**src/hw/gpu_pkg.sv**
```systemverilog
`default_nettype none
// ----------------------------------------
// Shared types for the GPU issue slice
// ----------------------------------------

package gpu_pkg;

    // Default warp count of the core
    localparam int NUM_WARPS = 4;

    // Warp id, wide enough for NUM_WARPS
    typedef logic [1:0] wid_t;

    // Default width of a pending instruction counter
    localparam int CTR_BITS = 6;
    typedef logic [CTR_BITS-1:0] ctr_t;

    // Retire lane of an instruction
    typedef enum logic {
        LANE_ALU = 1'b0,
        LANE_MEM = 1'b1
    } lane_e;

    // One retire strobe per lane_e value
    localparam int NUM_LANES = 2;

endpackage

`default_nettype wire

```
**src/hw/exec_lanes.sv**
```systemverilog
`timescale 1ns/1ns
`default_nettype none
// ----------------------------------------
// ALU and memory retire lanes
// ----------------------------------------

module exec_lanes
    import gpu_pkg::*;
#(
    parameter int MEM_LATENCY = 3
) (
    input  wire logic                 clk,
    input  wire logic                 reset,
    input  wire logic                 q_valid,
    input  wire wid_t                 q_wid,
    input  wire lane_e                q_lane,
    input  wire logic                 mem_stall,
    output logic                      q_pop,
    output logic [NUM_LANES-1:0]      retire,
    output wid_t [NUM_LANES-1:0]      retire_wid
);

    logic                   alu_v;
    wid_t                   alu_wid;
    logic [MEM_LATENCY-1:0] mem_v;
    wid_t                   mem_wid [MEM_LATENCY];
    logic                   mem_busy;
    logic                   alu_pop;
    logic                   mem_pop;

    // Memory work that retires after this cycle, an ALU op must not pass it
    always_comb begin
        mem_busy = 1'b0;
        for (int i = 0; i < MEM_LATENCY - 1; i++) begin
            mem_busy = mem_busy | mem_v[i];
        end
    end

    // Heads are taken in queue order, so a blocked head blocks all behind it
    assign alu_pop = q_valid && (q_lane == LANE_ALU) && !mem_busy;
    assign mem_pop = q_valid && (q_lane == LANE_MEM) && !mem_stall;
    assign q_pop   = alu_pop || mem_pop;

    always_ff @(posedge clk) begin
        if (reset) begin
            alu_v <= 1'b0;
        end else begin
            alu_v <= alu_pop;
        end
    end

    always_ff @(posedge clk) begin
        if (alu_pop) begin
            alu_wid <= q_wid;
        end
    end

    // Memory pipeline freezes under stall. Its last stage drops so that
    // each retire strobe lasts one cycle
    always_ff @(posedge clk) begin
        if (reset) begin
            mem_v <= '0;
        end else if (!mem_stall) begin
            for (int i = MEM_LATENCY - 1; i > 0; i--) begin
                mem_v[i] <= mem_v[i-1];
            end
            mem_v[0] <= mem_pop;
        end else begin
            mem_v[MEM_LATENCY-1] <= 1'b0;
        end
    end

    always_ff @(posedge clk) begin
        if (!mem_stall) begin
            for (int i = MEM_LATENCY - 1; i > 0; i--) begin
                mem_wid[i] <= mem_wid[i-1];
            end
            mem_wid[0] <= q_wid;
        end
    end

    assign retire[LANE_ALU]     = alu_v;
    assign retire_wid[LANE_ALU] = alu_wid;
    assign retire[LANE_MEM]     = mem_v[MEM_LATENCY-1];
    assign retire_wid[LANE_MEM] = mem_wid[MEM_LATENCY-1];

endmodule

`default_nettype wire

```
**config.mk**
```make
export PLATFORM = sky130hd
export DESIGN_NAME = exec_lanes
export DESIGN_NICKNAME = d
export VERILOG_FILES = /design/src/hw/gpu_pkg.sv /design/src/hw/exec_lanes.sv
export SDC_FILE = /design/constraint.sdc
export NUM_CORES = 1
export LEC_CHECK = 0
export BUFFER_PORTS_ARGS = -buffer_cell sky130_fd_sc_hd__buf_2
export CAP_MARGIN = 30
export CORE_AREA = 2 2 39 41
export CTS_BUF_LIST = sky130_fd_sc_hd__clkbuf_8
export DETAILED_ROUTE_END_ITERATION = 12
export DIE_AREA = 0 0 41 43
export SLEW_MARGIN = 20
export SYNTH_ARGS = -nofsm -noshare
export SYNTH_HDL_FRONTEND = slang
export SYNTH_SLANG_ARGS = --single-unit
```
**constraint.sdc**
```tcl
create_clock -name clk -period 1.42 [get_ports clk]
set_clock_uncertainty 0.1 [all_clocks]
set_input_delay 0 -clock clk [delete_from_list [all_inputs] [get_ports clk]]
set_output_delay 0 -clock clk [all_outputs]
set_load 0.03 [all_outputs]
```
==> impl_metrics.json <==
{
  "routed_wl_um": 662,
  "synth_seq_cells": 12,
  "io_pins": 14,
  "hold_path.class": "in2reg",
  "ys_warn_count": 0,
  "synth-main-ff-cell": "edfxtp_1",
  "tightest_slew_ns": 0.236,
  "synth_most_common_cell": "edfxtp_1",
  "firstDrtPassIters": 2,
  "yosys-top-cells-area": "edfxtp_1 57%, dfxtp_1 19%, buf_4 7.1%",
  "synth_edf_count": 8,
  "yosys-top-cells-count": "8 x edfxtp_1, 4 x buf_4, 4 x dfxtp_1",
  "yosys.area.top_type": "edfxtp_1",
  "io_buffers": 13,
  "slew_viol_final": 0,
  "seq_area_sq_um": 322,
  "ys_types": 13,
  "seq_area_frac_synth_pct": 75.7,
  "die_w_um": 41,
  "routabilityCongestion": 0.720,
  "core_area_sq_mm": 0.00138,
  "hold_violations": 0,
  "drt-initial-drc-count": 4,
  "fin_crit_sh_pct": 98.7,
  "syn_inst": 27,
  "power.leakage_nw": 0.268,
  "die-height_um": 43,
  "max-cap-violations": 0,
  "antenna_found_initial": 0,
  "rsz0062_at_grt": "yes",
  "cts_buffers": 3,
  "ir_worst_vdd_v": 0.000510,
  "async_reset_ff_share_pct": 0,
  "syn_nets": 34,
  "h-tree-depth": 1,
  "path_class": "reg2out",
  "antenna_cells": 0,
  "ant_nets": 0,
  "cp_data_arrival_time_ns": 1.30,
  "netlist_area_sq_um": 423,
  "multi_input_comb_area_sq_um": 73.8,
  "synth_top_cell_area_share_pct": 56.8,
  "grt_pass1_vias": 298,
  "grt-ovfl-total": 0,
  "slew_headroom_pct": 84.2,
  "finalSetupTns_ns": 0,
  "avgSynthCellArea_sq_um": 15.7,
  "whs_ns": 0.0495,
  "path_clk_slew_ns": 0.05,
  "crit_path_end_kind": "output pin",
  "setup_viol": 0,
  "start_util_pct": 30.6,
  "hpwlAfterDp_um": 427,
  "fill_cells": 128,
  "startpoint_type": "register",
  "power_density_mw_per_mm2": 1270,
  "route.detailed.drc": 0,
  "grt_max_degree": 8,
  "cts_max_path_buffers": 2,
  "num_rows": 14,
  "cts.sinks": 12,
  "rrSetupSlack_ns": 0.09,
  "viasPerCell": 4.31,
  "wl_per_cell_um": 10.3,
  "cts-root-buf": "clkbuf_8",
  "cts_tree": "yes",
  "outcome": "finished clean",
  "drive_above_1_share_pct": 47.9,
  "cp_max_fo": 3,
  "crit_required_ns": 1.32,
  "max_freq_mhz": 714,
  "nets": 56,
  "grt_pass1_wl_um": 1180,
  "area_growth_pct": 45.9,
  "die_area_sq_mm": 0.00176,
  "grt.total_usage_pct": 10.5,
  "min_period_ns": 1.40,
  "clock_latency_ns": 0.23,
  "vias": 276
}
-- kinds of logic (layout without fill, tap and decap cells) --
group / count (synthesis) / in the layout / synth area share, %
buffers and inverters: 6 / 27 / 8.88
DFF: 12 / 12 / 75.7
AOI/OAI and AO/OA: 2 / 2 / 2.96
and+or+nand+nor: 6 / 6 / 10.1
muxes: 1 / 1 / 2.37
-- final cells by class --
type | count | area share (%)
timing repair buffer | 21 | 24.1
sequential | 12 | 52.1
multi-input combinational | 9 | 12.0
clock inverter | 1 | 0.609
clock buffer | 3 | 6.69
inverter | 2 | 1.22
tap | 16 | 3.25
-- where the power goes --
group          leakage, nW  switching [mW]  internal [mW]
Sequential           0.110         0.00406          0.394
Combinational        0.134          0.0438         0.0367
Clock               0.0231           0.113          0.190
-- path summary, 6_finish.rpt --
check | startpoint | to | cells past startpoint
min | q_lane | alu_v | 4
max reg2reg | mem_v[0] | alu_wid[1] | 2
min reg2reg | mem_wid[0][2] | mem_wid[0][4] | 0
max | mem_v[0] | q_pop | 3
-- critical path, stage by stage, from the launching register on --
cell,delay (ns)
dfxtp_2,0.31
or4b_4,0.53
o21ai_2,0.08
buf_6,0.15
-- what timing repair did --
action | in CTS | in global routing
hold buffers | 6 | 0
endpoints found under the hold margin | 8 | 0
gates resized for setup | 5 | 2
buffers inserted | 2 | 0
setup endpoints to repair | 1 | 2
pin swaps | 1 | 2
-- flip-flops by register name, indices dropped and copies added (netlist names) --
name and flops:
mem_wid 6, alu_wid 2, mem_v 3, alu_v 1
-- cell usage in the layout (no fill, tap or decap), drive strengths merged --
cell and instances:
clkinv 1, inv 2, nor3b 1, dfxtp 4, o21ai 1, buf 15
dlymetal6s4s 1, or4b 1, nor2 2, edfxtp 8, nand3b 1, o31ai 1
nand2 1, clkbuf 3, mux2i 1, dlygate4sd3 5
-- metrics by stage --
| step | instances | total power [mW] | cell area [sq um] | worst slack [ns] | util [%] |
|---|---|---|---|---|---|
| finish | 64 | 0.782 | 617 | 0.0187 | 44.6 |
| global route | 64 | 0.817 | 617 | -0.0283 | 44.6 |
| CTS | 64 | 0.788 | 609 | -0.000395 | 44.0 |
| detailed placement | 52 | 0.461 | 478 | 0.0773 | 34.5 |
| global placement | 52 | 0.461 | 478 | 0.106 | 34.5 |
| floorplan | 27 | 0.443 | 423 | 0.122 | - |
-- metal layers --
metal,share of wire [%],GRT usage (%),routed length [um]
met1,44,13.0,293
met2,47,14.7,311
met3,6.8,4.71,45
met4,1.7,6.00,11
met5,0,0,0
Note: power is estimated with default switching activity, not from simulation.
