`config.mk`:
```
export PLATFORM = sky130hd
export DESIGN_NAME = issue_queue
export DESIGN_NICKNAME = d
export VERILOG_FILES = /design/src/hw/gpu_pkg.sv /design/src/hw/issue_queue.sv
export SDC_FILE = /design/constraint.sdc
export NUM_CORES = 1
export LEC_CHECK = 0
export BUFFER_PORTS_ARGS = -buffer_cell sky130_fd_sc_hd__buf_2
export CORE_MARGIN = 2
export CORE_UTILIZATION = 35
export CTS_BUF_LIST = sky130_fd_sc_hd__clkbuf_4 sky130_fd_sc_hd__clkbuf_8
export DETAILED_ROUTE_END_ITERATION = 10
export PLACE_DENSITY_LB_ADDON = 0.05
export SETUP_SLACK_MARGIN = 0.4
export SKIP_CTS_REPAIR_TIMING = 1
export SLEW_MARGIN = 20
export SYNTH_ARGS = -nofsm -noshare
export SYNTH_HDL_FRONTEND = slang
export SYNTH_SLANG_ARGS = --single-unit
```
`constraint.sdc`:
```
create_clock -name clk -period 6.35 [get_ports clk]
set_clock_uncertainty 0.05 [all_clocks]
set_input_delay 0.635 -clock clk [delete_from_list [all_inputs] [get_ports clk]]
set_output_delay 0.635 -clock clk [all_outputs]
set_load 0.005 [all_outputs]
```
`src/hw/gpu_pkg.sv`:
```
`default_nettype none
// ----------------------------------------
// Shared types for the GPU issue slice
// ----------------------------------------

package gpu_pkg;

    // Default warp count of the core
    localparam int NUM_WARPS = 4;

    // Warp id, wide enough for NUM_WARPS
    typedef logic [1:0] wid_t;

    // Default width of a pending instruction counter
    localparam int CTR_BITS = 6;
    typedef logic [CTR_BITS-1:0] ctr_t;

    // Retire lane of an instruction
    typedef enum logic {
        LANE_ALU = 1'b0,
        LANE_MEM = 1'b1
    } lane_e;

    // One retire strobe per lane_e value
    localparam int NUM_LANES = 2;

endpackage

`default_nettype wire

```
`src/hw/issue_queue.sv`:
```
`timescale 1ns/1ns
`default_nettype none
// ----------------------------------------
// Issue queue of warp ids and lane bits
// ----------------------------------------

module issue_queue
    import gpu_pkg::*;
#(
    parameter int QUEUE_DEPTH = 8
) (
    input  wire logic  clk,
    input  wire logic  reset,
    input  wire logic  push,
    input  wire wid_t  push_wid,
    input  wire lane_e push_lane,
    input  wire logic  pop,
    output logic       full,
    output logic       q_valid,
    output wid_t       q_wid,
    output lane_e      q_lane
);

    localparam int PTR_W = (QUEUE_DEPTH > 1) ? $clog2(QUEUE_DEPTH) : 1;
    localparam int CNT_W = $clog2(QUEUE_DEPTH + 1);

    wid_t  wid_mem  [QUEUE_DEPTH];
    lane_e lane_mem [QUEUE_DEPTH];

    logic [PTR_W-1:0] wr_ptr;
    logic [PTR_W-1:0] rd_ptr;
    logic [CNT_W-1:0] count;
    logic             do_push;
    logic             do_pop;

    assign do_pop  = pop && (count != '0);
    assign do_push = push && ((count != CNT_W'(QUEUE_DEPTH)) || do_pop);

    // The issue stage is registered, so a push already on its way counts
    // against the last free slot
    assign full = (count == CNT_W'(QUEUE_DEPTH)) ||
                  (push && (count == CNT_W'(QUEUE_DEPTH - 1)));

    always_ff @(posedge clk) begin
        if (reset) begin
            wr_ptr <= '0;
            rd_ptr <= '0;
            count  <= '0;
        end else begin
            if (do_push) begin
                wr_ptr <= (wr_ptr == PTR_W'(QUEUE_DEPTH - 1)) ? '0 : wr_ptr + 1'b1;
            end
            if (do_pop) begin
                rd_ptr <= (rd_ptr == PTR_W'(QUEUE_DEPTH - 1)) ? '0 : rd_ptr + 1'b1;
            end
            case ({do_push, do_pop})
                2'b10:   count <= count + 1'b1;
                2'b01:   count <= count - 1'b1;
                default: count <= count;
            endcase
        end
    end

    always_ff @(posedge clk) begin
        if (do_push) begin
            wid_mem[wr_ptr]  <= push_wid;
            lane_mem[wr_ptr] <= push_lane;
        end
    end

    // Head entry is visible without a read cycle
    assign q_valid = (count != '0);
    assign q_wid   = wid_mem[rd_ptr];
    assign q_lane  = lane_mem[rd_ptr];

endmodule

`default_nettype wire

```
==> results.toml, run 1 <==
[synth]
synth_edf_count = 24
synth_seq_cells = 37
avgSynthCellArea_sq_um = 14.23
synthFlopType = "edfxtp_1"
syn_area_sq_um = 1594
syn-num-nets = 126
yosys_warnings = 0
ys_async_sr_fraction_pct = 0
netlist.top_cell.by_area = "edfxtp_1"
synth_area_leaders = "edfxtp_1 (45%), dfxtp_1 (16%), mux4_2 (8.5%), ha_1 (5.5%), mux2_2 (2.8%)"
synth.yosys.seq_area_share_pct = 61.54
synth_cells = 112
synth_top_area_share_pct = 45.21
ys_types = 28

[routing]
drt-total-wl_um = 2819
first_iter_violations = 44
drcViolationCount = 0
vias_per_cell = 5.122
routedWlPerCell_um = 15.66
drtPass1Iterations = 4
vias = 922
ant_nets = 0

[setup_path]
worst_setup_path_start_kind = "flop"
end_kind = "flop"
r2r-start = "count[1]$_SDFFE_PP0P_"
max_stage_delay_ns = 0.58
criticalPathCategory = "flop to flop"
crit_slowest_cell = "or4b_4"
cp_data_required_time_ns = 6.48
rr_worst_depth = 7
worstPathCellList = "or4b_4 -> o21ai_4 -> ha_1 -> nand3b_1 -> a2111oi_0 -> or3_1 -> mux2_2"
cp-startpoint = "count[1]$_SDFFE_PP0P_"
cp_max_fo = 11
worstPathArrival_ns = 2.80

[grt]
gr-usage-met3_pct = 4.501
antenna_found_initial = 0
grt_util_met1_pct = 13.59
grt_pass1_vias = 973
grt_max_degree = 13
gr-total-overflow = 0
track_usage_pct = 12.49
use_met2_pct = 22.02
grt_pass1_wl_um = 4616
grt_busiest_layer = "met2"

[placed_design]
numPlacedInstances = 172
pre_cts_slack_ns = 3.689
numPortBuffers = 11
dp_hpwl_um = 2077
placed_area_sq_um = 1703
place.gp.congestion = 0.7421

[clocking]
cts_root_buf = "clkbuf_8"
numCtsBuffers = 5
htree_levels = 2
cts.sinks = 37
clk_latency_ns = 0.28
clockBufferDepth = 2
path_clk_slew_ns = 0.07
tritoncts = "yes"

[cells_and_area]
syn2layout_area_growth_pct = 13.74
drive_above_1_share_pct = 24.22
insertedDiodeCount = 0
stdcell_count = 180
fillCellCount = 419
fin_util_pct = 41.35
nNetsFinal = 141
final_cell_area_sq_um = 1813

[sta]
max_freq_ghz = 0.3737
rsz0062_at_grt = "no"
worst-slew-pin-transition_ns = 0.8595
hold_ws_ns = 0.4548
worst_slack_ns = 3.674
maxSlewViolCount = 0
hold_violations = 0
fin_crit_ns = 2.676
fin_crit_sh_pct = 42.14
relSlewSlack_pct = 42.17
setup_tns_ns = 0
finalSetupViolCount = 0

[floorplan]
die_h_um = 71.49
die-width_um = 71.49
dieArea_sq_um = 5110
boundaryPins = 12
core_region_area_sq_um = 4384
start_util_pct = 36.36
rows = 24

[min_path]
hp-start = "rd_ptr[2]$_SDFFE_PP0P_"
hold_path.class = "flop to flop"
hold_path_depth = 2

[run_status]
outcome = "complete, no violations"

[power_and_ir_drop]
p_total_mw = 0.6746
p_leak_nw = 0.6498
powerDensity_nw_per_um2 = 372.1
ir_drop_v = 0.0001520

[run]
drv_cap = 0
[state kept, by name, indices dropped and copies added (netlist names), named ones only]
register	flops
count	4
rd_ptr	3
wr_ptr	3
lane_mem	8
wid_mem	16
[area by class of cell]
class	count	area [sq um]	area share, %
clock buffer	5	68.82	3.796
inverter	1	3.754	0.2070
timing repair buffer	11	55.05	3.037
sequential	37	980.9	54.11
clock inverter	3	41.29	2.277
tap	52	65.06	3.589
multi-input combinational	71	598.1	32.99
[per-layer routing]
| metal | vias up | share of wire, % |
|---|---|---|
| li1 | 458 | - |
| met3 | 2 | 4.8 |
| met2 | 20 | 51 |
| met5 | - | 0 |
| met1 | 442 | 44 |
| met4 | 0 | 0.89 |
[kinds of logic after synthesis]
group | after synthesis | synth area share, %
AO/OA/AOI/OAI | 12 | 4.867
AND/OR/NAND/NOR | 37 | 12.95
buffers and inverters | 4 | 0.9416
XOR/XNOR | 3 | 1.649
flip-flops | 37 | 61.54
adder cells (fa/ha/maj) | 7 | 5.494
multiplexers | 12 | 12.56
[final timing paths]
| check | slack (ns) | end |
|---|---|---|
| hold reg to reg | 0.45 | rd_ptr[2]$_SDFFE_PP0P_ |
| setup reg to reg | 3.67 | count[3]$_SDFFE_PP0P_ |
| setup / recovery | 3.67 | count[3]$_SDFFE_PP0P_ |
| hold / removal | 0.45 | rd_ptr[2]$_SDFFE_PP0P_ |
[synth_stat cells, types with 2 or more instances]
cell type,n
a21oi_1,7
clkbuf_1,3
dfxtp_1,13
edfxtp_1,24
ha_1,7
mux2_2,4
mux2i_1,2
mux4_2,6
nand2_1,7
nand2b_1,4
nand3_1,2
nor2_1,7
nor3_1,4
nor4_1,2
o21ai_0,2
or3_1,4
xor2_1,3
[where the power goes]
group	leakage, nW	internal, mW	switching [mW]	total, mW
Combinational	0.274	0.0887	0.0731	0.162
Sequential	0.324	0.282	0.0358	0.318
Clock	0.0518	0.115	0.0795	0.195
[cells in the final DEF (no fill, tap or decap), drive strengths merged, types with 5 or more instances in the layout]
master and n:
a21oi 7, buf 11, clkbuf 5, dfxtp 13, edfxtp 24, ha 7, mux4 6, nand2 7
nor2 7
[critical path: cells and delay by family (launching register included)]
kind | cells | cell delay, ns
mux | 1 | 0.32
compound gates | 2 | 0.65
simple gates | 3 | 0.86
flops | 1 | 0.37
fa+ha+maj | 1 | 0.32
Power figures use the tool's default switching activity.
==> run 2: changes to the inputs <==
--- a/config.mk
+++ b/config.mk
@@ -5,6 +5,7 @@
 export SDC_FILE = /design/constraint.sdc
 export NUM_CORES = 1
 export LEC_CHECK = 0
+export ABC_AREA = 1
 export BUFFER_PORTS_ARGS = -buffer_cell sky130_fd_sc_hd__buf_2
 export CORE_MARGIN = 2
 export CORE_UTILIZATION = 35
==> constraint.sdc (replaced) <==
create_clock -name clk -period 2.15 [get_ports clk]
set_clock_uncertainty 0.05 [all_clocks]
set_input_delay 0.215 -clock clk [delete_from_list [all_inputs] [get_ports clk]]
set_output_delay 0.215 -clock clk [all_outputs]
set_load 0.005 [all_outputs]
==> run 2 against run 1 <==
  * Via count rose by 26%
  * Setup slack worse by 3.3 ns
  * Sequential share of layout area fell by 4.7 points
  * Highest routed layer unchanged
==> results.toml, run 2 <==
[run_status]
outcome = "complete, no violations"

[synth]
netlist.top_cell.by_area = "edfxtp_1"
synth_cells = 166
synth_common_cells = "nor2_1 (29), nand2_1 (25), edfxtp_1 (24), o21ai_0 (18), inv_1 (15)"
synth.yosys.seq_area_share_pct = 59.17
avgSynthCellArea_sq_um = 9.987
ys_types = 25
synth_area_leaders = "edfxtp_1 (43%), dfxtp_1 (16%), nor2_1 (6.6%), nand2_1 (5.7%), o21ai_0 (5.4%)"
syn_area_sq_um = 1658
synth_edf_count = 24
yosysMostFrequentCell = "nor2_1"
synth_mux_area_share_pct = 1.811
synth_top_family_by_area = "simple AND/OR/NAND/NOR gates"
synth_compound_gate_area_share_pct = 9.811
yosys_warnings = 0
syn-num-nets = 180
synth_xor_area_share_pct = 1.585
synthFlopType = "edfxtp_1"
synth_top_area_share_pct = 43.47
synth_seq_cells = 37
synth_fa_ha_area_share_pct = 5.283
ys_async_sr_fraction_pct = 0
synthSimpleGateAreaFrac_pct = 17.51

[sta]
rsz0062_at_grt = "yes"
worst_slack_ns = 0.3950
relSlewSlack_pct = 78.42
fin_crit_sh_pct = 81.63
worst-slew-pin-transition_ns = 0.3225
maxSlewViolCount = 0
max_freq_ghz = 0.5698
hold_violations = 0
setup_tns_ns = 0
fin_crit_ns = 1.755
finalSetupViolCount = 0

[floorplan]
boundaryPins = 12
die-width_um = 72.83
core_region_area_sq_um = 4629
die_h_um = 72.83
rows = 25
start_util_pct = 35.81
dieArea_sq_um = 5303

[power_and_ir_drop]
p_total_mw = 2.400
p_leak_nw = 0.8301
powerDensity_nw_per_um2 = 1190
ir_drop_v = 0.0007021

[grt]
grt_max_degree = 14
grt_pass1_vias = 1094
grt_pass1_wl_um = 5375
track_usage_pct = 13.65
antenna_found_initial = 0
gr-total-overflow = 0

[cells_and_area]
largest_reg_flops = 16
largestRegisters = "wid_mem (16), lane_mem (8), count (4)"
stdcell_count = 246
final_cell_mix = "nor2_1 (28), edfxtp_1 (24), nand2_1 (23)"
fillCellCount = 461
largest-register = "wid_mem"
insertedDiodeCount = 0
drive_above_1_share_pct = 28.13
final_cell_area_sq_um = 2017
final_common_cell = "nor2_1"
nNetsFinal = 205
syn2layout_area_growth_pct = 21.66

[routing]
first_iter_violations = 47
drcViolationCount = 0
ant_nets = 0
vias_per_cell = 4.728
routedWlPerCell_um = 13.55
drt-total-wl_um = 3333
vias = 1163
drtPass1Iterations = 4

[clocking]
clockBufferDepth = 2
cts_root_buf = "clkbuf_8"
tritoncts = "yes"
clk_latency_ns = 0.28
path_clk_slew_ns = 0.07
cts.sinks = 37
htree_levels = 2
numCtsBuffers = 5

[placed_design]
numPortBuffers = 11
place.gp.congestion = 0.8832
placed_area_sq_um = 1794
numPlacedInstances = 229
pre_cts_slack_ns = 0.2254
dp_hpwl_um = 2440

[setup_path]
cp_data_required_time_ns = 2.28
max_stage_delay_ns = 0.36
end_kind = "flop"
worstPathArrival_ns = 1.89
criticalPathCategory = "flop to flop"
worstPathCellList = "nor2_4 -> nand3_2 -> nand2_2 -> inv_4 -> ha_4 -> nand2_2 -> inv_2 -> nor2_4 -> ha_4 -> a21oi_2 -> xnor2_1 -> o21ai_1 -> inv_1"
cp_max_fo = 3
crit_slowest_cell = "dfxtp_4"
worst_setup_path_start_kind = "flop"

[min_path]
hold_path.class = "input pin to flop"

[run]
drv_cap = 0
==> run 2: path summary, 6_finish.rpt <==
path,slack (ns),to,depth (start not counted),from
setup / recovery,0.39,count[2]$_SDFFE_PP0P_,13,count[1]$_SDFFE_PP0P_
hold / removal,0.16,count[0]$_SDFFE_PP0P_,2,reset
setup reg to reg,0.39,count[2]$_SDFFE_PP0P_,13,count[1]$_SDFFE_PP0P_
hold reg to reg,0.44,flop,2,rd_ptr[1]$_SDFFE_PP0P_
==> run 2: per-stage QoR <==
step | hold slack (ns) | utilization (%)
global placement | 0.4389 | 38.76
finish | 0.1647 | 43.57
floorplan | 0.2300 | -
detailed placement | 0.4417 | 38.76
CTS | 0.1549 | 40.95
global route | 0.1699 | 43.57
==> run 2: routing by layer <==
metal	global-route usage, %	vias up	share of wire, %
met1	17.57	527	47
met3	3.867	6	3.9
met4	6.379	0	1.7
met2	21.21	20	48
li1	-	610	-
met5	0	-	0
==> run 2: area by class of cell <==
type	instances	area (sq um)	share of cell area, %
flip-flops and latches	37	996.0	49.38
multi-input cells	109	659.4	32.69
repair buffers	20	122.6	6.079
clock buffers	7	96.34	4.777
inverters	18	70.07	3.474
well taps	54	67.56	3.350
clock inverters	1	5.005	0.2481
==> run 2: worst max-delay path: cells and delay by family (launching register included) <==
| family | cells | cell delay (ns) |
|---|---|---|
| flip-flops | 1 | 0.36 |
| adder cells (fa/ha/maj) | 2 | 0.31 |
| XOR/XNOR | 1 | 0.11 |
| buffers and inverters | 3 | 0.14 |
| AND/OR/NAND/NOR | 5 | 0.52 |
| AO/OA/AOI/OAI | 2 | 0.16 |
==> run 2: cell families (layout without fill, tap and decap cells) <==
kind of cell	count (synthesis)	in the layout
buffers and inverters	20	46
adder cells (fa/ha/maj)	7	7
XOR/XNOR	3	3
AO/OA/AOI/OAI	30	30
AND/OR/NAND/NOR	66	66
flip-flops	37	37
multiplexers	3	3
==> run 2: where the power goes <==
part / internal, mW / total [mW] / leakage, nW / switching, mW
Combinational: 0.415 / 0.883 / 0.448 / 0.468
Clock: 0.289 / 0.519 / 0.0542 / 0.229
Sequential: 0.876 / 0.998 / 0.328 / 0.122
==> run 3: changes to the inputs <==
==> constraint.sdc (replaced) <==
create_clock -name clk -period 1.8 [get_ports clk]
set_clock_uncertainty 0.05 [all_clocks]
set_input_delay 0.18 -clock clk [delete_from_list [all_inputs] [get_ports clk]]
set_output_delay 0.18 -clock clk [all_outputs]
set_load 0.005 [all_outputs]
==> run 3 against run 2 <==
  * Sequential cell count did not move
  * Via count shrank 0.95%
  * Power rose by 23%
  * Critical path type unchanged
==> results.toml, run 3 (synthesis gave the netlist of run 2 again) <==
[sta]
relSlewSlack_pct = 85.21
hold_ws_ns = 0.1138
max_freq_ghz = 0.5822
hold_violations = 0
finalSetupViolCount = 0
maxSlewViolCount = 0
worst-slew-pin-transition_ns = 0.2195
worst_slack_ns = 0.08251
setup_tns_ns = 0
fin_crit_sh_pct = 95.42
fin_crit_ns = 1.717
rsz0062_at_grt = "yes"

[cells_and_area]
largest_reg_flops = 16
largest-register = "wid_mem"
syn2layout_area_growth_pct = 26.34
insertedDiodeCount = 0
final_cell_area_sq_um = 2095
final_common_cell = "edfxtp_1"
nNetsFinal = 205
largestRegisters = "wid_mem (16), lane_mem (8), count (4)"
drive_above_1_share_pct = 32.29
fillCellCount = 448
final_cell_mix = "edfxtp_1 (24), nand2_1 (23), nor2_1 (20)"

[power_and_ir_drop]
switchingPower_mw = 0.9819
p_leak_nw = 0.8431
p_int_mw = 1.968
pwr-share-seq_pct = 39.5
pwr-share-clk_pct = 24.0
power.share.switching_pct = 33.28
ir_drop_v = 0.0007091
power_frac_comb_pct = 36.5
powerDensity_nw_per_um2 = 1409
p_total_mw = 2.950

[clocking]
numCtsBuffers = 5
clk_latency_ns = 0.28
tritoncts = "yes"
htree_levels = 2
clockBufferDepth = 2
path_clk_slew_ns = 0.07
cts.sinks = 37
cts_root_buf = "clkbuf_8"

[placed_design]
placed_area_sq_um = 1834
dp_hpwl_um = 2389
numPortBuffers = 11
pre_cts_slack_ns = 0.001990
place.gp.congestion = 0.7865

[setup_path]
cp_max_fo = 4
worstPathArrival_ns = 1.85
cp_data_required_time_ns = 1.94
worst_setup_path_start_kind = "flop"
criticalPathCategory = "flop to flop"
end_kind = "flop"

[routing]
drcViolationCount = 0
first_iter_violations = 40
vias = 1152
routedWlPerCell_um = 13.20
ant_nets = 0
drt-total-wl_um = 3246
vias_per_cell = 4.683
drtPass1Iterations = 5

[floorplan]
rows = 25
die_h_um = 72.83
die-width_um = 72.83
dieArea_sq_um = 5303
core_region_area_sq_um = 4629
start_util_pct = 35.81
boundaryPins = 12

[grt]
gr-total-overflow = 0
track_usage_pct = 14.04
grt_pass1_wl_um = 5513
antenna_found_initial = 0
grt_max_degree = 13
grt_pass1_vias = 1153

[min_path]
hold_path.class = "input pin to flop"

[run]
drv_cap = 0

[run_status]
outcome = "complete, no violations"
## run 3: cell count changes in the layout (fill, tap and decap cells not counted), moves of 2 or more
cell	before	now
clkbuf_8	7	5
mux2i_1	3	0
mux2i_2	0	3
nor2_1	28	20
nor2_4	3	10
## run 3: layout make-up
cell class | count | area (sq um) | share of cell area, %
Inverter | 18 | 70.07 | 3.345
Tap cell | 54 | 67.56 | 3.226
Clock buffer | 6 | 76.32 | 3.644
Clock inverter | 2 | 33.78 | 1.613
Multi-Input combinational cell | 109 | 725.7 | 34.65
Sequential cell | 37 | 994.7 | 47.49
Timing Repair Buffer | 20 | 126.4 | 6.033
## run 3: per-layer routing
metal,vias up,GRT usage [%],part of all wire [%]
met5,-,0,0
li1,611,-,-
met2,21,22.93,46
met3,9,4.144,4.6
met1,511,17.18,47
met4,0,6.173,2.3
## run 3: path summary, 6_finish.rpt
path	startpoint	slack (ns)	endpoint	cells after the start
max reg2reg	count[1]$_SDFFE_PP0P_	0.08	count[2]$_SDFFE_PP0P_	13
max	count[1]$_SDFFE_PP0P_	0.08	count[2]$_SDFFE_PP0P_	13
min reg2reg	rd_ptr[1]$_SDFFE_PP0P_	0.46	rd_ptr[1]$_SDFFE_PP0P_	2
min	reset	0.11	wr_ptr[0]$_SDFFE_PP0P_	2
## run 3: per-stage QoR
stage                     instances  util [%]
after detailed placement        233     39.62
after global placement          233     39.62
after floorplan                 166         -
final                           246     45.24
after CTS                       241     42.00
after global routing            246     45.24
## run 3: critical path, cell delays in order, from the launching register on
cell	delay (ns)
dfxtp_4	0.35
nor2_4	0.13
nand3_2	0.09
nand2_2	0.10
inv_4	0.04
ha_4	0.17
nand2_2	0.06
inv_2	0.04
nor2_4	0.13
ha_4	0.14
a21oi_2	0.03
xnor2_1	0.12
o21ai_1	0.12
inv_1	0.04
## run 3: power by group through the flow
stage	clock network, mW	logic, mW	registers (mW)
after floorplan	0	0.635	1.14
after global placement	0	0.868	1.17
after detailed placement	0	0.871	1.17
after CTS	0.732	0.874	1.15
after global routing	0.771	1.22	1.18
final	0.709	1.08	1.16
