==> src/hw/gpu_pkg.sv <==
`default_nettype none
// ----------------------------------------
// Shared types for the GPU issue slice
// ----------------------------------------

package gpu_pkg;

    // Default warp count of the core
    localparam int NUM_WARPS = 4;

    // Warp id, wide enough for NUM_WARPS
    typedef logic [1:0] wid_t;

    // Default width of a pending instruction counter
    localparam int CTR_BITS = 6;
    typedef logic [CTR_BITS-1:0] ctr_t;

    // Retire lane of an instruction
    typedef enum logic {
        LANE_ALU = 1'b0,
        LANE_MEM = 1'b1
    } lane_e;

    // One retire strobe per lane_e value
    localparam int NUM_LANES = 2;

endpackage

`default_nettype wire

==> src/hw/pending_instr.sv <==
`timescale 1ns/1ns
`default_nettype none
// ----------------------------------------
// Pending instruction counters per warp
// ----------------------------------------

module pending_instr
    import gpu_pkg::*;
#(
    parameter int WARP_CNT  = NUM_WARPS,
    parameter int CTR_WIDTH = $bits(ctr_t),
    parameter int ALM_EMPTY = 1
) (
    input  wire logic                  clk,
    input  wire logic                  reset,
    input  wire logic                  incr,
    input  wire wid_t                  incr_wid,
    input  wire logic [NUM_LANES-1:0]  decr,
    input  wire wid_t [NUM_LANES-1:0]  decr_wid,
    input  wire wid_t                  alm_empty_wid,
    output logic                       empty,
    output logic                       alm_empty
);

    localparam int DEC_W = $clog2(NUM_LANES + 1);

    logic [WARP_CNT-1:0] zero_r;
    logic [WARP_CNT-1:0] alm_r;

    for (genvar w = 0; w < WARP_CNT; w++) begin : g_warp
        logic [CTR_WIDTH-1:0] count;
        logic [CTR_WIDTH-1:0] count_n;
        logic [DEC_W-1:0]     n_dec;
        logic                 n_inc;

        // Both lanes may retire the same warp in one cycle
        always_comb begin
            n_dec = '0;
            for (int l = 0; l < NUM_LANES; l++) begin
                if (decr[l] && (decr_wid[l] == wid_t'(w))) begin
                    n_dec = n_dec + 1'b1;
                end
            end
            n_inc   = incr && (incr_wid == wid_t'(w));
            count_n = count + CTR_WIDTH'(n_inc) - CTR_WIDTH'(n_dec);
        end

        always_ff @(posedge clk) begin
            if (reset) begin
                count     <= '0;
                zero_r[w] <= 1'b1;
                alm_r[w]  <= 1'b0;
            end else begin
                count     <= count_n;
                zero_r[w] <= (count_n == '0);
                alm_r[w]  <= (count_n == CTR_WIDTH'(ALM_EMPTY));
            end
        end
    end

    assign empty     = &zero_r;
    assign alm_empty = alm_r[alm_empty_wid];

endmodule

`default_nettype wire

==> config.mk <==
export PLATFORM = sky130hd
export DESIGN_NAME = pending_instr
export DESIGN_NICKNAME = d
export VERILOG_FILES = /design/src/hw/gpu_pkg.sv /design/src/hw/pending_instr.sv
export SDC_FILE = /design/constraint.sdc
export NUM_CORES = 1
export LEC_CHECK = 0
export BUFFER_PORTS_ARGS = -buffer_cell sky130_fd_sc_hd__buf_2
export CAP_MARGIN = 25
export CORE_MARGIN = 3
export CORE_UTILIZATION = 45
export DETAILED_ROUTE_END_ITERATION = 12
export PLACE_DENSITY = 0.63
export SLEW_MARGIN = 10
export SYNTH_ARGS = -nofsm -noshare
export SYNTH_HDL_FRONTEND = slang
export SYNTH_SLANG_ARGS = --single-unit
==> constraint.sdc <==
create_clock -name clk -period 5.4 [get_ports clk]
set_input_delay 0.81 -clock clk [delete_from_list [all_inputs] [get_ports clk]]
set_output_delay 0.81 -clock clk [all_outputs]
set_load 0.005 [all_outputs]
==> results of run 1 <==
path summary, 6_finish.rpt:
kind	endpoint	slack (ps)	cells after the start
worst min register to register	g_warp[3].count[0]	640	3
worst min-delay path	g_warp[3].count[0]	640	3
worst max register to register	zero_r[3]	3320	7
worst max-delay path	zero_r[3]	2380	12
sequential cells by signal (all words and copies together) (netlist names):
name,cells
alm_r,4
g_warp.count,24
zero_r,4
routing by layer:
metal,GRT usage,up-vias
met2,0.230,14
li1,-,741
met1,0.196,626
met3,0.0388,5
met4,0.0553,0
met5,0,-
cells in the final DEF (no fill, tap or decap), types with 4 or more instances in the layout:
| master | instances |
|---|---|
| sky130_fd_sc_hd__inv_1 | 32 |
| sky130_fd_sc_hd__ha_1 | 32 |
| sky130_fd_sc_hd__dfxtp_1 | 32 |
| sky130_fd_sc_hd__nor2_1 | 30 |
| sky130_fd_sc_hd__buf_2 | 14 |
| sky130_fd_sc_hd__xor2_1 | 11 |
| sky130_fd_sc_hd__xnor2_1 | 9 |
| sky130_fd_sc_hd__nor2b_1 | 7 |
| sky130_fd_sc_hd__and3_1 | 6 |
| sky130_fd_sc_hd__o21ai_0 | 5 |
| sky130_fd_sc_hd__clkbuf_8 | 5 |
| sky130_fd_sc_hd__and3b_1 | 4 |
| sky130_fd_sc_hd__a211oi_2 | 4 |
| sky130_fd_sc_hd__a21oi_2 | 4 |
| sky130_fd_sc_hd__fa_1 | 4 |
cell families after synthesis:
kind of cell               Yosys count  synth area share
DFF                                 32             0.323
AOI/OAI and AO/OA                   27             0.107
muxes                                1            0.0113
xor gates and xnor gates            20            0.0882
buffers and inverters               35            0.0662
and+or+nand+nor                     61             0.163
adders and majority gates           36             0.242
worst reg2reg max path, cell delays in order (launching register included):
cell and delay, ps:
sky130_fd_sc_hd__dfxtp_1 310, sky130_fd_sc_hd__ha_1 320, sky130_fd_sc_hd__fa_1 470, sky130_fd_sc_hd__a21o_1 180, sky130_fd_sc_hd__a21oi_1 190, sky130_fd_sc_hd__xor2_1 110, sky130_fd_sc_hd__and3_1 170, sky130_fd_sc_hd__a31o_2 240
synth_stat cells, drive strengths merged:
library cell | number | area, sq um
a211oi | 4 | 50.1
a21o | 3 | 22.5
a21oi | 7 | 50.0
a31o | 2 | 17.5
a41o | 2 | 20.0
and3 | 6 | 37.5
and3b | 4 | 35.0
and4 | 1 | 8.76
and4b | 2 | 20.0
buf | 1 | 3.75
clkbuf | 2 | 7.51
dfxtp | 32 | 641
fa | 4 | 80.1
ha | 32 | 400
inv | 32 | 120
mux4 | 1 | 22.5
nand2 | 3 | 11.3
nand3 | 3 | 15.0
nand3b | 2 | 15.0
nor2 | 30 | 113
nor2b | 7 | 43.8
nor3b | 2 | 15.0
o21ai | 6 | 30.0
o21bai | 3 | 22.5
or3b | 1 | 8.76
xnor2 | 9 | 78.8
xor2 | 11 | 96.3
metrics by stage:
step / hold slack [ps] / instances / total power [mW] / setup WS (ps) / utilization
final: 643 / 281 / 1.25 / 2380 / 0.538
after global routing: 688 / 281 / 1.38 / 2210 / 0.538
after CTS: 649 / 281 / 1.27 / 2380 / 0.538
after detailed placement: 629 / 273 / 1.03 / 2110 / 0.512
after global placement: 606 / 273 / 1.02 / 2100 / 0.512
after floorplan: 582 / 212 / 0.907 / 2360 / -
cell type report:
class	instances	area, sq um	share of cell area
Clock buffer	6	72.6	0.0328
Sequential cell	32	641	0.289
Inverter	32	120	0.0542
Timing Repair Buffer	14	70.1	0.0316
Clock inverter	2	35.0	0.0158
Tap cell	50	62.6	0.0282
Multi-Input combinational cell	145	1210	0.548
power by group through the flow:
stage	clock, mW	combinational, mW	sequential [mW]
after detailed placement	0	0.677	0.350
after CTS	0.234	0.688	0.345
after floorplan	0	0.565	0.342
final	0.227	0.680	0.344
after global placement	0	0.673	0.350
after global routing	0.244	0.785	0.351
==> implementation parameters, run 1 <==
Parameter                              Value

Cells and area
  Final nets ... 279
  Antenna Diode Count ... 0
  Layout Area Growth over Synthesis ... 11.5%
  Filler cells ... slightly above 400
  Post-Layout Inst Area ... 0.00221 sq mm
  Ratio of cells with drive above 1 in the final layout ... 0.139

Synthesis
  Synthesized area ... 0.00199 sq mm
  Number of warnings issued by yosys ... 0
  Unique cell type count in the Yosys netlist ... 30
  Mapped Nets ... 261
  Number of standard cells after synthesis ... between 200 and 250
  Syn_area_per_cell ... 9.37 sq um
  Sequential-to-total area share from yosys stat ... 0.323
  Flop and latch count out of synthesis ... 32

Global route
  First-pass GRT wire length ... 5930 microns
  Total gr overflow ... 0
  Vias in the first global route ... about 1300
  Maximum number of pins on one net before global-route repair ... 29
  Total track usage ... 0.147
  Initial antenna violation count ... 0

Timing
  Final hold viol count ... 0
  Setup skew after layout ... about 10 ps
  Final count of negative-setup-slack endpoints ... 0
  Post-route minimum period ... 3020 ps
  Fin Setup TNS ... 0 ps
  RSZ-0062 raised after global routing ... false
  Relative max-transition margin ... 0.659
  Max Clk Rate ... 331 MHz
  Final clock period utilization by the worst path ... 0.559
  Pins Over Slew Limit ... 0
  Actual transition at the worst max-transition pin ... 512 ps

Power
  Sw Share ... 0.395
  Power share of the combinational group ... 0.544
  Reported net switching power ... between 400 and 500 uW
  Power share of the sequential group ... 0.275
  Pwr per Cell Area ... 565 mW/mm^2
  Static power due to leakage ... about 1.1 nW
  Worst ir drop on vdd ... 329 uV
  Int Power ... 757 uW
  Clock network power share ... 0.181

Detailed routing
  Routed metal-1 wire length ... 1660 microns
  Met3 layer wire length in the routed design ... 123 microns
  Antenna violation net count after detailed routing ... 0
  Total number of vias ... 1386
  Detailed router's first-iteration violation count ... 55
  DRC violation count after routing ... 0
  Top metal layer carrying routed signals ... met4
  First-pass iteration count of the detailed router ... 4
  Routed wire length on met2 ... approximately 1500 microns
  Total wirelength of the detailed-routed design ... between 3000 and 4000 microns
  Drt wl/cell ... 11.7 microns
  Average via count per standard cell ... 4.93

Clock network
  CTS Root Cell ... sky130_fd_sc_hd__clkbuf_8
  CTS Sinks ... 32
  Clock tree from TritonCTS ... yes
  Later-pin clock latency in the skew report ... 290 ps
  Setup Fix Bufs, Post-CTS ... 0
  Inserted Clock Buffers ... 5
  Depth of the CTS H-tree ... 2
  Clock Tree Buf Depth ... 2
  Clock transition at the registers of the reported paths ... 70 ps
  Post-cts hold buffer count ... 0
  Resized Gates After CTS ... 0

Worst setup path
  Critical setup path kind ... in -> reg
  Slowest Stage Delay on Critical Path ... between 400 and 500 ps
  Buffers & Inverters on Critical Path ... 2
  CP dominant cell by count ... sky130_fd_sc_hd__ha_1
  First element of the critical path ... decr[1]
  CP Data Required Time ... 5590 ps
  Critical Path End Type ... register
  Critical path peak fanout ... 4
  Max stage delay cell, worst path ... sky130_fd_sc_hd__fa_1
  Source of the worst register-to-register timing path ... g_warp[3].count[1]
  Arrival time of data at the critical path endpoint ... between 3000 and 4000 ps
  Worst path cell trace ... buf_2 -> and3_1 -> ha_1 -> ha_1 -> inv_1 -> ha_1 -> fa_1 -> a21o_1 -> a21oi_1 -> xor2_1 -> and3_1 -> a31o_2
  Element type at the critical path start ... primary input
  Family with the most delay on the worst path ... adder cells

Job
  Max-Cap Viols ... 0

Floorplan
  Total core area ... 0.00412 sq mm
  Die area ... roughly 0.0052 sq mm
  Num rows ... 23
  Starting density of the core ... 0.483
  IO Pins ... 15
  Die boundary height ... 72.4 microns
  Horizontal extent of the die ... 72.4 microns

Outcome
  Outcome ... finished clean

Placement
  Quantity of I/O buffers inserted on ports ... 14
  Final weighted congestion in routability-driven placement ... 0.769
  Placed wire-length estimate after detailed placement ... 2650 microns
  Placed Area ... around 0.0021 sq mm

Min path
  Hold path startpoint ... g_warp[3].count[0]
  Min-delay worst type ... reg -> reg
No activity file was read; power rests on OpenSTA's default activity.
==> run 2, diff against run 1 <==
--- a/config.mk
+++ b/config.mk
@@ -5,12 +5,13 @@
 export SDC_FILE = /design/constraint.sdc
 export NUM_CORES = 1
 export LEC_CHECK = 0
+export ABC_AREA = 1
 export BUFFER_PORTS_ARGS = -buffer_cell sky130_fd_sc_hd__buf_2
 export CAP_MARGIN = 25
 export CORE_MARGIN = 3
 export CORE_UTILIZATION = 45
 export DETAILED_ROUTE_END_ITERATION = 12
-export PLACE_DENSITY = 0.63
+export PLACE_DENSITY = 0.65
 export SLEW_MARGIN = 10
 export SYNTH_ARGS = -nofsm -noshare
 export SYNTH_HDL_FRONTEND = slang
==> constraint.sdc (replaced) <==
create_clock -name clk -period 2.6 [get_ports clk]
set_input_delay 0.39 -clock clk [delete_from_list [all_inputs] [get_ports clk]]
set_output_delay 0.39 -clock clk [all_outputs]
set_load 0.005 [all_outputs]
==> run 2 against run 1 <==
Setup slack lost 2200 ps. Sequential cell count is the same. Sequential share of layout area shrank 3.0 points. Hold slack lost 95 ps. Largest power group unchanged. First-iteration DRC count grew 27%. Clock skew shrank 3.1 ps. Largest cell class unchanged. Global-route usage grew 1.2 points. Non-clock buffer count grew 4. Sequential power grew 100%. Critical path depth grew 1. Register-to-register slack lost 2500 ps. Clock power grew 110%.
==> implementation parameters, run 2 <==
Parameter                              Value

Synthesis
  Mux contribution to synthesized area ... 0 (-0.0113)
  Dominant register cell in the synthesized netlist ... sky130_fd_sc_hd__dfxtp_1
  Most instantiated cells after synthesis ... sky130_fd_sc_hd__inv_1 (61), sky130_fd_sc_hd__nand2_1 (59), sky130_fd_sc_hd__nor2_1 (37)
  Fraction of the mapped netlist area in adder cells ... 0.220 (-0.0222)
  Biggest area contributors in the synthesized netlist ... sky130_fd_sc_hd__dfxtp_1 (29%), sky130_fd_sc_hd__ha_1 (18%), sky130_fd_sc_hd__inv_1 (10%)
  Share of synthesized flip-flops with an asynchronous set or reset ... 0 (unchanged)
  Synthesized area ... 0.00219 sq mm (+10%)
  Number of warnings issued by yosys ... 0 (unchanged)
  Most common cell in the netlist ... sky130_fd_sc_hd__inv_1
  Flop and latch count out of synthesis ... 32 (unchanged)
  Sequential-to-total area share from yosys stat ... 0.293 (-0.0295)
  Number of standard cells after synthesis ... 304 (+43%)
  Area fraction of the dominant cell type after synthesis ... 0.293 (-0.0295)
  Count of flip-flops with a built-in enable after synthesis ... 0 (unchanged)
  Unique cell type count in the Yosys netlist ... 19 (-37%)
  Synth Area in XOR/XNOR ... 0.0361 (-0.0522)
  Biggest area consumer among synthesized cells ... sky130_fd_sc_hd__dfxtp_1
  Fraction of the mapped netlist area in simple logic gates ... 0.310 (+0.147)
  Largest family of logic cells by synthesized area ... simple AND/OR/NAND/NOR gates
  Mapped Nets ... 353 (+35%)
  Synthesized-area fraction occupied by ao, oa, aoi and oai cells ... 0.0315 (-0.0756)
  Syn_area_per_cell ... 7.19 sq um (-23%)

Worst setup path
  Worst path cell trace ... buf_2 -> inv_1 -> nor3_1 -> ha_1 -> ha_1 -> inv_1 -> ha_1 -> fa_1 -> xnor2_1 -> nand3_1 -> nor2_1 -> nand3_1 -> nand2_1
  Critical Path End Type ... register
  CP Data Required Time ... 2820 ps (-2770 ps)
  Arrival time of data at the critical path endpoint ... 2630 ps (-580 ps)
  Critical setup path kind ... in -> reg
  Element type at the critical path start ... primary input
  Max stage delay cell, worst path ... sky130_fd_sc_hd__fa_1
  Critical path peak fanout ... 3 (-1)
  Slowest Stage Delay on Critical Path ... 400 ps (-20 ps)
  CP dominant cell by count ... sky130_fd_sc_hd__ha_1

Power
  Clock network power share ... 0.163 (-0.018)
  Sw Share ... 0.434 (+0.0385)
  Static power due to leakage ... 1.31 nW (+20%)
  Power share of the combinational group ... 0.593 (+0.049)
  Pwr per Cell Area ... 1170 mW/mm^2 (+110%)
  Int Power ... 1.64 mW (+120%)
  Overall power after layout ... 2.89 mW (+130%)
  Reported net switching power ... 1.25 mW (+150%)
  Worst ir drop on vdd ... 563 uV (+71%)
  Power share of the sequential group ... 0.244 (-0.031)

Clock network
  Clock transition at the registers of the reported paths ... 70 ps (about the same)
  CTS Sinks ... 32 (unchanged)
  Clock Tree Buf Depth ... 2 (unchanged)
  CTS Root Cell ... sky130_fd_sc_hd__clkbuf_8
  Depth of the CTS H-tree ... 2 (unchanged)
  Later-pin clock latency in the skew report ... 280 ps (about the same)
  Clock tree from TritonCTS ... yes
  Inserted Clock Buffers ... 5 (unchanged)
  Post-cts hold buffer count ... 0 (unchanged)

Floorplan
  IO Pins ... 15 (unchanged)
  Starting density of the core ... 0.482 (about the same)
  Horizontal extent of the die ... 75.7 microns (+4.5%)
  Die area ... 0.00573 sq mm (+9.2%)
  Total core area ... 0.00453 sq mm (+10%)
  Num rows ... 24 (+4.3%)
  Die boundary height ... 75.7 microns (+4.5%)

Global route
  First-pass GRT wire length ... 7040 microns (+19%)
  Maximum number of pins on one net before global-route repair ... 26 (-10%)
  Initial antenna violation count ... 0 (unchanged)
  Total track usage ... 0.159 (+0.0118)
  Vias in the first global route ... 1734 (+31%)
  Total gr overflow ... 0 (unchanged)

Timing
  Post-route minimum period ... 2410 ps
  Final hold viol count ... 0 (unchanged)
  Final Worst Setup Slack ... 189 ps (-2190 ps)
  Actual transition at the worst max-transition pin ... 502 ps (-10.3 ps)
  Final clock period utilization by the worst path ... 0.927
  Pins Over Slew Limit ... 0 (unchanged)
  Setup skew after layout ... 6.88 ps (-3.11 ps)
  Relative max-transition margin ... 0.665 (+0.00684)
  Final count of negative-setup-slack endpoints ... 0 (unchanged)
  RSZ-0062 raised after global routing ... false
  Final Hold Slack ... 548 ps (-95.2 ps)
  Max Clk Rate ... 415 MHz

Cells and area
  Combined area of the multi-input logic cells ... 0.00131 sq mm (+7.9%)
  Commonest non-fill, non-tap cell in the layout ... sky130_fd_sc_hd__inv_1
  Register bank with the most flops ... g_warp.count
  Ratio of cells with drive above 1 in the final layout ... 0.110 (-0.0284)
  Sequential standard cell area ... 641 sq um (unchanged)
  Antenna Diode Count ... 0 (unchanged)
  Commonest cells after routing, fill and taps aside ... sky130_fd_sc_hd__inv_1 (61), sky130_fd_sc_hd__nand2_1 (59), sky130_fd_sc_hd__nor2_1 (35)
  Final nets ... 375 (+34%)
  Finished Core Util ... 0.544 (+0.00627)
  Layout Area Growth over Synthesis ... 12.9%
  Largest registers ranked by flip-flop count ... g_warp.count (24), alm_r (4), zero_r (4)
  Filler cells ... 440 (+6.5%)
  Post-Layout Inst Area ... 0.00247 sq mm (+11%)
  Number of flip-flops under the largest register name ... 24 (unchanged)

Job
  Max-Cap Viols ... 0 (unchanged)

Placement
  Final weighted congestion in routability-driven placement ... 0.751 (-2.4%)
  Worst slack at placement ... -104 ps (-2210 ps)
  Placed wire-length estimate after detailed placement ... 3220 microns (+21%)
  Placed Area ... 0.00236 sq mm (+12%)
  Quantity of I/O buffers inserted on ports ... 14 (unchanged)

Outcome
  Outcome ... finished clean

Detailed routing
  Drt wl/cell ... 10.2 microns (-13%)
  Total wirelength of the detailed-routed design ... 3990 microns (+21%)
  Detailed router's first-iteration violation count ... 70 (+27%)
  First-pass iteration count of the detailed router ... 4 (unchanged)
  Antenna violation net count after detailed routing ... 0 (unchanged)
  Total number of vias ... 1849 (+33%)
  DRC violation count after routing ... 0 (unchanged)
  Average via count per standard cell ... 4.72 (-4.4%)

Min path
  Min-delay worst type ... in -> reg
[run 2: cell types whose count changed in the layout (fill, tap and decap cells not counted), moves of 5 or more]
| cell | change |
|---|---|
| sky130_fd_sc_hd__nor3_1 | +8 |
| sky130_fd_sc_hd__nand2_1 | +56 |
| sky130_fd_sc_hd__nand4_1 | +5 |
| sky130_fd_sc_hd__o21ai_0 | -5 |
| sky130_fd_sc_hd__and3_1 | -6 |
| sky130_fd_sc_hd__inv_1 | +29 |
| sky130_fd_sc_hd__nor2b_1 | -7 |
| sky130_fd_sc_hd__nor2_1 | +5 |
| sky130_fd_sc_hd__xor2_1 | -10 |
| sky130_fd_sc_hd__nand3_1 | +22 |
| sky130_fd_sc_hd__a21oi_1 | +9 |
[run 2: final cells by class]
class,instances,share of cell area
well taps,65,0.0329
flip-flops and latches,32,0.260
multi-input cells,208,0.531
repair buffers,18,0.0405
clock buffers,6,0.0294
clock inverters,2,0.0142
inverters,61,0.0928
[run 2: layer usage]
layer,vias up,routed length [microns],global-route usage
met5,-,0,0
met4,0,35,0.0427
met3,5,183,0.0449
met2,19,1760,0.263
met1,826,2010,0.204
li1,999,-,-
[run 2: path summary, 6_finish.rpt]
path | to | slack [ps] | startpoint | cells past startpoint
max | zero_r[3] | 190 | decr_wid[1] | 13
min | g_warp[1].count[1] | 550 | reset | 2
max reg2reg | alm_r[1] | 780 | g_warp[1].count[1] | 9
min reg2reg | g_warp[1].count[0] | 640 | g_warp[1].count[0] | 3
[run 2: kinds of logic after synthesis]
kind of cell,Yosys count
xor gates and xnor gates,9
and+or+nand+nor,150
adders and majority gates,36
DFF,32
buffers and inverters,64
AOI/OAI and AO/OA,13
[run 2: critical path, delay by kind of cell]
kind                       cells  cell delay, ps
xor gates and xnor gates       1             300
adders and majority gates      4            1150
and+or+nand+nor                5             590
buffers and inverters          3             190
[run 2: metrics by stage]
stage | TNS [ps] | cells
2_1_floorplan | 0 | 304
3_3_place_gp | -203 | 384
4_1_cts | 0 | 392
6_report | 0 | 392
5_1_grt | 0 | 392
3_5_place_dp | -361 | 384
[run 2: power groups by stage]
stage	registers [mW]	clock network, mW	logic, mW
finish	0.705	0.472	1.72
floorplan	0.701	0	1.39
global route	0.718	0.499	1.99
detailed placement	0.718	0	1.70
global placement	0.714	0	1.68
CTS	0.707	0.486	1.71
[run 2: timing repair]
action | in CTS | in global routing
endpoints found under the setup margin | 0 | 2
gates resized for setup | 0 | 2
buffers inserted | 0 | 0
==> run 3, diff against run 2 <==
--- a/config.mk
+++ b/config.mk
@@ -5,7 +5,6 @@
 export SDC_FILE = /design/constraint.sdc
 export NUM_CORES = 1
 export LEC_CHECK = 0
-export ABC_AREA = 1
 export BUFFER_PORTS_ARGS = -buffer_cell sky130_fd_sc_hd__buf_2
 export CAP_MARGIN = 25
 export CORE_MARGIN = 3
==> run 3 against run 2 <==
Wire length fell by 14%. Setup slack got worse by 51 ps. Critical path depth fell by 1. Critical endpoint unchanged. Hold slack improved by 23 ps. First-iteration DRC count fell by 49%. Sequential power rose by 2%. Fmax fell by 2.1%. Combinational power fell by 6%. Die area fell by 8.5%.
==> implementation parameters, run 3 (same netlist as run 1, synthesis figures left out) <==
Parameter                              Value

Global route
  Maximum number of pins on one net before global-route repair ... 29 (+12%)
  Total track usage ... 0.151 (-0.00817)
  Total gr overflow ... 0 (unchanged)
  Vias in the first global route ... 1466 (-15%)
  First-pass GRT wire length ... 6100 microns (-13%)
  Initial antenna violation count ... 0 (unchanged)

Floorplan
  IO Pins ... 15 (unchanged)
  Horizontal extent of the die ... 72.4 microns (-4.3%)
  Die area ... 0.00525 sq mm (-8.5%)
  Die boundary height ... 72.4 microns (-4.3%)
  Starting density of the core ... 0.483 (about the same)
  Num rows ... 23 (-4.2%)
  Total core area ... 0.00412 sq mm (-9.2%)

Detailed routing
  DRC violation count after routing ... 0 (unchanged)
  First-pass iteration count of the detailed router ... 4 (unchanged)
  Average via count per standard cell ... 4.91 (+4.1%)
  Detailed router's first-iteration violation count ... 36 (-49%)
  Antenna violation net count after detailed routing ... 0 (unchanged)
  Drt wl/cell ... 11.7 microns (+15%)
  Total number of vias ... 1449 (-22%)
  Total wirelength of the detailed-routed design ... 3440 microns (-14%)

Cells and area
  Commonest cells after routing, fill and taps aside ... sky130_fd_sc_hd__inv_1 (32), sky130_fd_sc_hd__dfxtp_1 (32), sky130_fd_sc_hd__ha_1 (31)
  Antenna Diode Count ... 0 (unchanged)
  Final nets ... 294 (-22%)
  Largest registers ranked by flip-flop count ... g_warp.count (24), alm_r (4), zero_r (4)
  Register bank with the most flops ... g_warp.count
  Ratio of cells with drive above 1 in the final layout ... 0.229 (+0.118)
  Post-Layout Inst Area ... 0.00235 sq mm (-4.8%)
  Layout Area Growth over Synthesis ... 18.4%
  Number of flip-flops under the largest register name ... 24 (unchanged)

Power
  Worst ir drop on vdd ... 794 uV (+41%)
  Static power due to leakage ... 1.16 nW (-11%)
  Power share of the combinational group ... 0.589 (-0.004)
  Int Power ... 1.69 mW (+3.0%)
  Clock network power share ... 0.149 (-0.014)
  Pwr per Cell Area ... 1170 mW/mm^2 (-0.31%)
  Overall power after layout ... 2.75 mW (-5.1%)
  Power share of the sequential group ... 0.262 (+0.018)
  Reported net switching power ... 1.06 mW (-16%)
  Sw Share ... 0.385 (-0.0484)

Timing
  Final count of negative-setup-slack endpoints ... 0 (unchanged)
  RSZ-0062 raised after global routing ... false
  Relative max-transition margin ... 0.645 (-0.0207)
  Actual transition at the worst max-transition pin ... 533 ps (+31.0 ps)
  Setup skew after layout ... 2.43 ps (-4.45 ps)
  Post-route minimum period ... 2460 ps (+51.3 ps)
  Final clock period utilization by the worst path ... 0.947 (+0.0197)
  Final hold viol count ... 0 (unchanged)
  Max Clk Rate ... 406 MHz (-2.1%)
  Pins Over Slew Limit ... 0 (unchanged)

Min path
  Min-delay worst type ... in -> reg
  Cell depth of the worst hold path ... 2 (unchanged)
  Worst Hold Path EP ... g_warp[1].count[1]
  Hold path startpoint ... reset

Clock network
  Clock Tree Buf Depth ... 2 (unchanged)
  Post-cts hold buffer count ... 0 (unchanged)
  Clock transition at the registers of the reported paths ... 60 ps (about the same)
  Depth of the CTS H-tree ... 2 (unchanged)
  Clock tree from TritonCTS ... yes
  CTS Root Cell ... sky130_fd_sc_hd__clkbuf_8
  CTS Sinks ... 32 (unchanged)
  Inserted Clock Buffers ... 5 (unchanged)
  Later-pin clock latency in the skew report ... 280 ps (about the same)

Worst setup path
  CP Data Required Time ... 2770 ps (-50 ps)
  R2R cell count ... 7 (-2)
  Element type at the critical path start ... primary input
  Critical setup path kind ... in -> reg
  Source of the worst register-to-register timing path ... g_warp[3].count[1]
  Endpoint of the worst register-to-register path ... zero_r[3]
  Worst path cell trace ... buf_2 -> and3_1 -> ha_1 -> ha_1 -> inv_1 -> ha_1 -> fa_2 -> a21o_1 -> a21oi_2 -> xor2_1 -> and3_1 -> a31o_2
  Buffers & Inverters on Critical Path ... 2 (-1)
  Flop2flop setup slack ... 640 ps (-140 ps)
  CP dominant cell by count ... sky130_fd_sc_hd__ha_1
  Slowest Stage Delay on Critical Path ... 350 ps (-50 ps)
  Arrival time of data at the critical path endpoint ... 2640 ps (about the same)
  Max stage delay cell, worst path ... sky130_fd_sc_hd__fa_2
  Family with the most delay on the worst path ... adder cells
  Critical path peak fanout ... 4 (+1)
  Critical Path End Type ... register

Outcome
  Outcome ... finished clean

Placement
  Placed Area ... 0.00221 sq mm (-6.0%)
  Placed wire-length estimate after detailed placement ... 2710 microns (-16%)
  Final weighted congestion in routability-driven placement ... 0.786 (+4.7%)
  Quantity of I/O buffers inserted on ports ... 14 (unchanged)

Job
  Max-Cap Viols ... 0 (unchanged)
## run 3: worst max-delay path by stage
stage | start | endpoint | slack [ps] | cells past startpoint
after floorplan | decr_wid[3] | zero_r[2] | 8 | 11
final | decr[0] | zero_r[3] | 140 | 12
after global routing | decr[0] | alm_r[3] | 10 | 12
after CTS | decr_wid[3] | zero_r[2] | 50 | 12
after global placement | decr_wid[1] | zero_r[2] | -220 | 13
after detailed placement | decr_wid[3] | zero_r[2] | -240 | 12
## run 3: metrics by stage
step / hold WS (ps) / worst slack [ps] / std cells / utilization / setup TNS [ps]
final: 571 / 137 / 295 / 0.571 / 0
after global routing: 596 / 14.7 / 295 / 0.571 / 0
after CTS: 566 / 53.9 / 294 / 0.562 / 0
after detailed placement: 621 / -240 / 287 / 0.538 / -1360
after global placement: 607 / -218 / 287 / 0.538 / -1200
after floorplan: 582 / 8.20 / 212 / - / 0
## run 3: power groups by stage
stage          logic [mW]  registers [mW]  clock network, mW
5_1_grt              1.86           0.734              0.441
6_report             1.62           0.719              0.410
3_3_place_gp         1.52           0.729                  0
3_5_place_dp         1.54           0.732                  0
4_1_cts              1.56           0.721              0.429
2_1_floorplan        1.17           0.711                  0
## run 3: area by class of cell
class	count	area [sq um]
Timing Repair Buffer	29	183
Sequential cell	32	641
Fill cell	380	1760
Clock buffer	7	96.3
Inverter	32	120
Tap cell	50	62.6
Multi-Input combinational cell	145	1250
## run 3: routing by layer
metal  up-vias  share of wire  global-route usage
met5         -              0                   0
met4         0          0.011              0.0492
met3         5          0.050              0.0429
met2        16           0.48               0.251
met1       659           0.45               0.188
li1        769              -                   -
## run 3: timing repair
item                       CTS  global route
hold endpoints to repair     0             0
setup endpoints to repair    0             6
setup buffers                0             1
resized for setup            0             8
## run 3: worst reg2reg max path, cell delays in order (launching register included)
cell                       delay (ps)
sky130_fd_sc_hd__dfxtp_1          300
sky130_fd_sc_hd__ha_1             330
sky130_fd_sc_hd__ha_1             320
sky130_fd_sc_hd__a211oi_2         260
sky130_fd_sc_hd__nor2_1            90
sky130_fd_sc_hd__xnor2_1          140
sky130_fd_sc_hd__and3_1           180
sky130_fd_sc_hd__a31o_2           240
